## src/common/ex_pkg.sv

```systemverilog
package ex_pkg;

    localparam int xlen       = 32;
    localparam int regaddr_w  = 5;
    localparam int div_cycles = 32;                  // one quotient bit per cycle
    localparam int div_cnt_w  = $clog2(div_cycles);

    // execute operations, decoded upstream
    typedef enum logic [4:0] {
        op_add,
        op_sub,
        op_slt,
        op_sltu,
        op_and,
        op_or,
        op_nor,
        op_xor,
        op_sll,
        op_srl,
        op_sra,
        op_lui,
        op_mul_w,
        op_mulh_w,
        op_mulh_wu,
        op_div_w,
        op_mod_w,
        op_div_wu,
        op_mod_wu
    } ex_op_e;

    typedef enum logic [2:0] {
        mem_none,
        mem_ld_w,
        mem_st_b,
        mem_st_h,
        mem_st_w
    } mem_op_e;

    // ops that go through the iterative divider
    function automatic logic is_div_op(input ex_op_e op);
        return op inside {op_div_w, op_mod_w, op_div_wu, op_mod_wu};
    endfunction

    function automatic logic is_signed_div(input ex_op_e op);
        return op inside {op_div_w, op_mod_w};
    endfunction

endpackage

```

## src/common/div_if.sv

```systemverilog
`timescale 1ns/1ps

interface div_if import ex_pkg::*; ();

    logic            start;       // one cycle pulse
    logic            is_signed;
    logic [xlen-1:0] dividend;
    logic [xlen-1:0] divisor;
    logic            done;        // one cycle pulse
    logic [xlen-1:0] quotient;
    logic [xlen-1:0] remainder;

    modport requester (
        output start, is_signed, dividend, divisor,
        input  done
    );

    modport divider (
        input  start, is_signed, dividend, divisor,
        output done, quotient, remainder
    );

    // result side only needs the values
    modport reader (
        input quotient, remainder
    );

endinterface

```

## src/common/ex_stage_if.sv

```systemverilog
`timescale 1ns/1ps

// latched instruction, pipeline register to the working units
interface ex_stage_if import ex_pkg::*; ();

    logic                 valid;
    ex_op_e               op;
    mem_op_e              mem_op;
    logic [xlen-1:0]      src1;
    logic [xlen-1:0]      src2;
    logic [xlen-1:0]      rkd_value;   // store data
    logic                 rf_we;
    logic [regaddr_w-1:0] rf_waddr;
    logic [xlen-1:0]      pc;

    modport producer (
        output valid, op, mem_op, src1, src2, rkd_value, rf_we, rf_waddr, pc
    );

    modport consumer (
        input valid, op, mem_op, src1, src2, rkd_value, rf_we, rf_waddr, pc
    );

endinterface

```

## src/divider/div_radix2.sv

```systemverilog
`timescale 1ns/1ps

module div_radix2 import ex_pkg::*; (
    input  logic     clk,
    input  logic     resetn,
    div_if.divider   div
);

    typedef enum logic [1:0] {
        st_idle,
        st_run,
        st_fix
    } div_state_e;

    div_state_e           state;
    logic [div_cnt_w-1:0] cnt;
    logic [xlen-1:0]      quo;      // dividend shifts out, quotient shifts in
    logic [xlen-1:0]      rem;
    logic [xlen-1:0]      dsr;      // divisor magnitude
    logic                 q_neg;
    logic                 r_neg;
    logic                 a_neg;
    logic                 b_neg;
    logic [xlen-1:0]      a_mag;
    logic [xlen-1:0]      b_mag;
    logic [xlen:0]        trial;
    logic [xlen:0]        sub;

    assign a_neg = div.is_signed & div.dividend[xlen-1];
    assign b_neg = div.is_signed & div.divisor[xlen-1];
    assign a_mag = a_neg ? -div.dividend : div.dividend;
    assign b_mag = b_neg ? -div.divisor : div.divisor;

    // one restoring step
    assign trial = {rem, quo[xlen-1]};
    assign sub   = trial - {1'b0, dsr};

    always_ff @(posedge clk) begin
        if (!resetn) begin
            state <= st_idle;
        end else begin
            case (state)
                st_idle: if (div.start) state <= st_run;  // start ignored when busy
                st_run:  if (cnt == '0) state <= st_fix;
                st_fix:  state <= st_idle;
                default: state <= st_idle;
            endcase
        end
    end

    always_ff @(posedge clk) begin
        if (state == st_idle && div.start) begin
            quo   <= a_mag;
            rem   <= '0;
            dsr   <= b_mag;
            cnt   <= div_cnt_w'(div_cycles - 1);
            // zero divisor keeps the all ones quotient unsigned
            q_neg <= (a_neg ^ b_neg) & (div.divisor != '0);
            r_neg <= a_neg;                // remainder follows the dividend
        end else if (state == st_run) begin
            cnt <= cnt - 1'b1;
            quo <= {quo[xlen-2:0], ~sub[xlen]};
            rem <= sub[xlen] ? trial[xlen-1:0] : sub[xlen-1:0];
        end
    end

    // sign fix on the magnitudes
    // min / -1 wraps back to the most negative value with rem 0
    assign div.quotient  = q_neg ? -quo : quo;
    assign div.remainder = r_neg ? -rem : rem;
    assign div.done      = (state == st_fix);

endmodule

```

## src/verilog/ex_fast_unit.sv

```systemverilog
`timescale 1ns/1ps

module ex_fast_unit import ex_pkg::*; (
    ex_stage_if.consumer     stage,
    output logic [xlen-1:0]  fast_result
);

    logic signed [2*xlen-1:0] prod_s;
    logic        [2*xlen-1:0] prod_u;
    logic        [4:0]        shamt;
    logic        [xlen-1:0]   sum;
    logic        [xlen-1:0]   diff;
    logic                     lt_s;
    logic                     lt_u;

    // both products in full width, the op picks a word
    assign prod_s = $signed(stage.src1) * $signed(stage.src2);
    assign prod_u = stage.src1 * stage.src2;

    assign shamt = stage.src2[4:0];
    assign sum   = stage.src1 + stage.src2;
    assign diff  = stage.src1 - stage.src2;
    assign lt_s  = $signed(stage.src1) < $signed(stage.src2);
    assign lt_u  = stage.src1 < stage.src2;

    always_comb begin
        case (stage.op)
            op_add: begin
                fast_result = sum;      // also the load/store address
            end
            op_sub: begin
                fast_result = diff;
            end
            op_slt: begin
                fast_result = {{(xlen-1){1'b0}}, lt_s};
            end
            op_sltu: begin
                fast_result = {{(xlen-1){1'b0}}, lt_u};
            end
            op_and: begin
                fast_result = stage.src1 & stage.src2;
            end
            op_or: begin
                fast_result = stage.src1 | stage.src2;
            end
            op_nor: begin
                fast_result = ~(stage.src1 | stage.src2);
            end
            op_xor: begin
                fast_result = stage.src1 ^ stage.src2;
            end
            op_sll: begin
                fast_result = stage.src1 << shamt;
            end
            op_srl: begin
                fast_result = stage.src1 >> shamt;
            end
            op_sra: begin
                fast_result = $signed(stage.src1) >>> shamt;
            end
            op_lui: begin
                fast_result = stage.src2;   // immediate already shifted by decode
            end
            op_mul_w: begin
                fast_result = prod_s[xlen-1:0];
            end
            op_mulh_w: begin
                fast_result = prod_s[2*xlen-1:xlen];
            end
            op_mulh_wu: begin
                fast_result = prod_u[2*xlen-1:xlen];
            end
            default: begin
                fast_result = '0;       // divides come from the divider
            end
        endcase
    end

endmodule

```

## src/verilog/ex_pipe_reg.sv

```systemverilog
`timescale 1ns/1ps

module ex_pipe_reg import ex_pkg::*; (
    input  logic                 clk,
    input  logic                 resetn,
    input  logic                 in_valid,
    input  ex_op_e               in_op,
    input  mem_op_e              in_mem_op,
    input  logic [xlen-1:0]      in_src1,
    input  logic [xlen-1:0]      in_src2,
    input  logic [xlen-1:0]      in_rkd_value,
    input  logic                 in_rf_we,
    input  logic [regaddr_w-1:0] in_rf_waddr,
    input  logic [xlen-1:0]      in_pc,
    input  logic                 ms_allowin,
    output logic                 in_allowin,
    output logic                 out_valid,
    ex_stage_if.producer         stage,
    div_if.requester             div
);

    logic ready_go;
    logic accept;
    logic leave;
    logic start_r;
    logic div_done_r;   // sticky, divider finished for the held instruction

    // long ops wait for the divider, everything else goes at once
    assign ready_go   = ~is_div_op(stage.op) | div_done_r;
    assign out_valid  = stage.valid & ready_go;
    assign leave      = out_valid & ms_allowin;
    assign in_allowin = ~stage.valid | leave;
    assign accept     = in_valid & in_allowin;

    always_ff @(posedge clk) begin
        if (!resetn) begin
            stage.valid <= 1'b0;
        end else if (in_allowin) begin
            stage.valid <= in_valid;
        end
    end

    // instruction latch
    always_ff @(posedge clk) begin
        if (accept) begin
            stage.op        <= in_op;
            stage.mem_op    <= in_mem_op;
            stage.src1      <= in_src1;
            stage.src2      <= in_src2;
            stage.rkd_value <= in_rkd_value;
            stage.rf_we     <= in_rf_we;
            stage.rf_waddr  <= in_rf_waddr;
            stage.pc        <= in_pc;
        end
    end

    // single start pulse in the first cycle of a divide
    always_ff @(posedge clk) begin
        if (!resetn) begin
            start_r <= 1'b0;
        end else begin
            start_r <= accept & is_div_op(in_op);
        end
    end

    always_ff @(posedge clk) begin
        if (!resetn) begin
            div_done_r <= 1'b0;
        end else if (leave) begin
            div_done_r <= 1'b0;     // next instruction starts clean
        end else if (div.done) begin
            div_done_r <= 1'b1;
        end
    end

    assign div.start     = start_r;
    assign div.is_signed = is_signed_div(stage.op);
    assign div.dividend  = stage.src1;
    assign div.divisor   = stage.src2;

endmodule

```

## src/verilog/ex_result_mem.sv

```systemverilog
`timescale 1ns/1ps

module ex_result_mem import ex_pkg::*; (
    ex_stage_if.consumer         stage,
    div_if.reader                div,
    input  logic [xlen-1:0]      fast_result,
    output logic [xlen-1:0]      out_pc,
    output logic [xlen-1:0]      out_result,
    output logic                 out_rf_we,
    output logic                 out_res_from_mem,
    output logic [regaddr_w-1:0] out_rf_waddr,
    output logic                 data_sram_en,
    output logic [3:0]           data_sram_we,
    output logic [xlen-1:0]      data_sram_addr,
    output logic [xlen-1:0]      data_sram_wdata
);

    logic [1:0] addr_lo;
    logic [3:0] st_mask;

    assign addr_lo = fast_result[1:0];

    always_comb begin
        case (stage.op)
            op_div_w, op_div_wu: out_result = div.quotient;
            op_mod_w, op_mod_wu: out_result = div.remainder;
            default:             out_result = fast_result;
        endcase
    end

    // byte lanes from the address offset
    always_comb begin
        case (stage.mem_op)
            mem_st_b: st_mask = 4'b0001 << addr_lo;
            mem_st_h: st_mask = 4'b0011 << {addr_lo[1], 1'b0};
            mem_st_w: st_mask = 4'b1111;
            default:  st_mask = 4'b0000;    // loads and non memory ops
        endcase
    end

    always_comb begin
        case (stage.mem_op)
            mem_st_b: data_sram_wdata = {4{stage.rkd_value[7:0]}};
            mem_st_h: data_sram_wdata = {2{stage.rkd_value[15:0]}};
            default:  data_sram_wdata = stage.rkd_value;
        endcase
    end

    assign data_sram_addr = {fast_result[xlen-1:2], 2'b00};   // word aligned
    assign data_sram_en   = (stage.mem_op != mem_none) & stage.valid;
    assign data_sram_we   = st_mask & {4{stage.valid}};

    // write-back info for the memory stage
    assign out_pc           = stage.pc;
    assign out_rf_we        = stage.rf_we & stage.valid;
    assign out_res_from_mem = (stage.mem_op == mem_ld_w) & stage.valid;
    assign out_rf_waddr     = stage.rf_waddr;

endmodule

```

## src/verilog/ex_top.sv

```systemverilog
`timescale 1ns/1ps

module ex_top import ex_pkg::*; (
    input  logic                 clk,
    input  logic                 resetn,
    input  logic                 in_valid,
    input  ex_op_e               in_op,
    input  mem_op_e              in_mem_op,
    input  logic [xlen-1:0]      in_src1,
    input  logic [xlen-1:0]      in_src2,
    input  logic [xlen-1:0]      in_rkd_value,
    input  logic                 in_rf_we,
    input  logic [regaddr_w-1:0] in_rf_waddr,
    input  logic [xlen-1:0]      in_pc,
    input  logic                 ms_allowin,
    output logic                 in_allowin,
    output logic                 out_valid,
    output logic [xlen-1:0]      out_pc,
    output logic [xlen-1:0]      out_result,
    output logic                 out_rf_we,
    output logic                 out_res_from_mem,
    output logic [regaddr_w-1:0] out_rf_waddr,
    output logic                 data_sram_en,
    output logic [3:0]           data_sram_we,
    output logic [xlen-1:0]      data_sram_addr,
    output logic [xlen-1:0]      data_sram_wdata
);

    ex_stage_if      stage_bus ();
    div_if           div_bus ();
    logic [xlen-1:0] fast_result;

    ex_pipe_reg u_pipe_reg (
        .clk          (clk),
        .resetn       (resetn),
        .in_valid     (in_valid),
        .in_op        (in_op),
        .in_mem_op    (in_mem_op),
        .in_src1      (in_src1),
        .in_src2      (in_src2),
        .in_rkd_value (in_rkd_value),
        .in_rf_we     (in_rf_we),
        .in_rf_waddr  (in_rf_waddr),
        .in_pc        (in_pc),
        .ms_allowin   (ms_allowin),
        .in_allowin   (in_allowin),
        .out_valid    (out_valid),
        .stage        (stage_bus.producer),
        .div          (div_bus.requester)
    );

    // single cycle ops and the divider run side by side
    ex_fast_unit u_fast_unit (
        .stage       (stage_bus.consumer),
        .fast_result (fast_result)
    );

    div_radix2 u_div (
        .clk    (clk),
        .resetn (resetn),
        .div    (div_bus.divider)
    );

    ex_result_mem u_result_mem (
        .stage            (stage_bus.consumer),
        .div              (div_bus.reader),
        .fast_result      (fast_result),
        .out_pc           (out_pc),
        .out_result       (out_result),
        .out_rf_we        (out_rf_we),
        .out_res_from_mem (out_res_from_mem),
        .out_rf_waddr     (out_rf_waddr),
        .data_sram_en     (data_sram_en),
        .data_sram_we     (data_sram_we),
        .data_sram_addr   (data_sram_addr),
        .data_sram_wdata  (data_sram_wdata)
    );

endmodule
```

## config.mk

```make
export PLATFORM = sky130hd
export DESIGN_NAME = ex_top
export DESIGN_NICKNAME = d
export VERILOG_FILES = /design/src/common/ex_pkg.sv /design/src/common/div_if.sv /design/src/common/ex_stage_if.sv /design/src/divider/div_radix2.sv /design/src/verilog/ex_fast_unit.sv /design/src/verilog/ex_pipe_reg.sv /design/src/verilog/ex_result_mem.sv /design/src/verilog/ex_top.sv
export SDC_FILE = /design/constraint.sdc
export NUM_CORES = 2
export LEC_CHECK = 0
export BUFFER_PORTS_ARGS = -buffer_cell sky130_fd_sc_hd__clkbuf_2
export CAP_MARGIN = 20
export CORE_MARGIN = 2
export CORE_UTILIZATION = 52
export DETAILED_ROUTE_END_ITERATION = 8
export PLACE_DENSITY = 0.7
export SYNTH_ARGS = -nofsm -noshare
export SYNTH_HDL_FRONTEND = slang
export SYNTH_SLANG_ARGS = --single-unit
export TNS_END_PERCENT = 1
```

## constraint.sdc

```tcl
create_clock -name clk -period 23.4 [get_ports clk]
set_input_delay 1.17 -clock clk [delete_from_list [all_inputs] [get_ports clk]]
set_output_delay 1.17 -clock clk [all_outputs]
set_load 0.005 [all_outputs]
```

==> metrics.md <==
| Metric | Value |
|---|---|
| Worst-path fanout max | `13` |
| Fin crit share | `55.5%` |
| Slowest stage cell, crit path | `fa_1` |
| Post-CTS Setup Bufs | `0` |
| Final WS setup | `10,420 ps` |
| Area of the multi-input gates | `57,700 sq um` |
| Ys async rst share | `0%` |
| RSZ-0062 raised after global routing | `false` |
| Routability cong. | `1.08` |
| Pin count of the biggest net entering global routing | `75` |
| Register area | `7090 sq um` |
| Routed via count | `63,066` |
| Initial drt markers | `7,398` |
| Status | `finished clean` |
| Max Clk Rate | `77.0 MHz` |
| Min Clock Period, post-route | `12,980 ps` |
| Commonest cells after routing, fill and taps aside | `1,716 x inv_1, 1,474 x fa_1, 885 x nand2_1` |
| Fillers | `12,712` |
| Total CTS buffers | `29` |
| H-Tree Depth | `1` |
| CP most frequent cell | `fa_1` |
| Slew Limit Fails | `0` |
| CP delay by family, top | `adder cells` |
| Hold Path Class | `flip-flop to flip-flop` |
| Final setup violation count | `0` |
| Grt ovf | `0` |
| Drt wl/cell | `30.6 microns` |
| CP required | `22,230 ps` |
| Resize count post-CTS | `0` |
| Synth Flop Type | `edfxtp_1` |
| Fin Hold WS | `496 ps` |
| Hold Buf Count CTS | `0` |
| DRC viols | `0` |
| Nets | `10,385` |
| Max Cap Viol | `0` |
| Relative slew slack | `15.0%` |
| Data arrival, critical path | `11,810 ps` |
| Non-Filler Instances | `10,160` |
| IO buf count | `285` |
| Area Growth Syn to Fin | `6.26%` |
| Synth Instances | `8,181` |
| Total GRT Usage | `43.8%` |
| Hpwl dp | `246 mm` |
| Buf+Inv Stages, Crit Path | `7` |
| Antenna violations before repair | `27` |
| Endpoints failing hold | `0` |
| Clk_lat worst skew | `660 ps` |
| EDFF count, synth | `208` |
| Synth Warn # | `0` |
| Most common cell after layout, fill and taps aside | `inv_1` |
| Setup slack at placement | `11,220 ps` |
| Ports | `288` |
| Sequential area share after synthesis | `9.70%` |
| Final wirelength | `311 mm` |
| Max Clock Skew | `47.7 ps` |
| Root buf cell | `clkbuf_16` |
| DRT antenna net count | `0` |
| Die Ht | `379 microns` |
| Drt pass-1 iters | `9` |
| Drt via density | `6.21` |
| CTS max path bufs | `3` |
| Placed Instances | `10,083` |
| Layout cells sized above 1 | `7.84%` |
| Crit start category | `flip-flop` |
| Vias in the first global route | `64,857` |
| Avg Cell Area, Syn | `8.93 sq um` |
| Initial core utilization | `52.3%` |
| Worst-margin pin slew | `1280 ps` |
| Worst-path clk slew | `60 ps` |
| CTS tree | `done` |
| Setup crit end kind | `primary output` |
| First-pass GRT wire length | `447 mm` |
| Sink Count | `250` |
| CP peak stage delay | `1120 ps` |
| Flops & latches, synth | `250` |
| CP Class | `flip-flop to primary output` |
| Die area | `143,000 sq um` |
| Setup TNS | `0 ps` |
| Cell variety after synth | `86` |
| Die X | `379 microns` |
| Site Rows | `137` |
| Mapped cell area | `73,000 sq um` |
| Area of the core | `140,000 sq um` |
-- cell usage after synthesis (all sizes together), types with 26 or more instances --
library cell  instances  share of area [%]
clkbuf              315                1.6
xor2                 69               0.83
nor2                765                3.9
o21ai               288                2.0
mux4                 51                1.6
o211ai               57               0.59
edfxtp              208                8.6
mux2i               107                1.5
nand2               886                4.6
a21o                 79               0.81
a211o                27               0.32
nor2b                46               0.39
inv                1735                8.9
o31ai                50               0.53
nand2b               30               0.26
dfxtp                42                1.2
a31oi                40               0.34
nand3                86               0.59
o22ai                27               0.23
nor3                 69               0.47
a21oi               262                1.8
and3                 42               0.36
xnor2               181                2.2
buf                 118               0.68
nand4                57               0.49
ha                  520                8.9
or3                  28               0.25
a221oi               32               0.38
fa                 1474                 40
nor4                 29               0.29
a211oi               56               0.58
o21bai               26               0.27
o21a                 31               0.32
-- stage by stage --
step                util (%)  instance area, sq um
floorplan                  -                 73000
global placement        54.8                 76400
detailed placement      54.8                 76500
CTS                     55.5                 77400
global route            55.6                 77600
finish                  55.6                 77600
-- registers in the layout, summed over array words and instances, names as in the netlist, 2 cells and up --
register                    flops
u_pipe_reg.stage.op             5
u_pipe_reg.div.dividend        32
u_div.dsr                      32
u_pipe_reg.stage.mem_op         3
u_div.cnt                       5
u_pipe_reg.stage.pc            32
u_pipe_reg.stage.rkd_value     32
u_pipe_reg.stage.rf_waddr       5
u_pipe_reg.div.divisor         32
u_div.rem                      32
u_div.state                     2
u_div.quo                      32
-- worst paths after layout --
check,from,end,slack [ps],cells past startpoint
max,u_pipe_reg.div.divisor[4],out_result[25],10420,26
min,u_div.cnt[4],u_div.cnt[4],500,2
max reg2reg,u_pipe_reg.stage.op[0],u_div.quo[13],17360,8
min reg2reg,u_div.cnt[4],u_div.cnt[4],500,2
-- cells by family after synthesis --
group / Yosys count / synth area share, %
buffers and inverters: 2192 / 11.3
and+or+nand+nor: 2137 / 12.6
DFF: 250 / 9.70
other: 1 / 0.00513
muxes: 181 / 3.39
adders and majority gates: 1994 / 49.3
AOI/OAI and AO/OA: 1174 / 10.6
xor gates and xnor gates: 252 / 3.06
-- worst register-to-register path, stage by stage, from the launching register on --
cell      delay [ps]
edfxtp_1         420
buf_4            630
nand2_1          680
o22ai_1          770
nand2_1          550
inv_1            930
o41ai_1          440
xnor2_1          920
o21ai_0          360
-- routing by layer --
layer	GRT usage, %	part of all wire, %	vias to the layer above
met4	29.6	8.5	18
met1	55.7	37	31831
met3	11.9	12	1093
met2	65.5	43	4162
met5	0	0.039	-
li1	-	-	25962
-- area by class of cell --
| cell class | instances | area share [%] |
|---|---|---|
| multi-input combinational | 5740 | 74.4 |
| sequential | 250 | 9.13 |
| inverter | 1759 | 8.51 |
| timing repair buffer | 465 | 3.73 |
| tap | 1876 | 3.02 |
| clock buffer | 43 | 1.05 |
| clock inverter | 11 | 0.131 |
| antenna | 16 | 0.0516 |
Power is not shown: default switching activity piles up to over one toggle a cycle in this logic, so the estimate is an artifact.
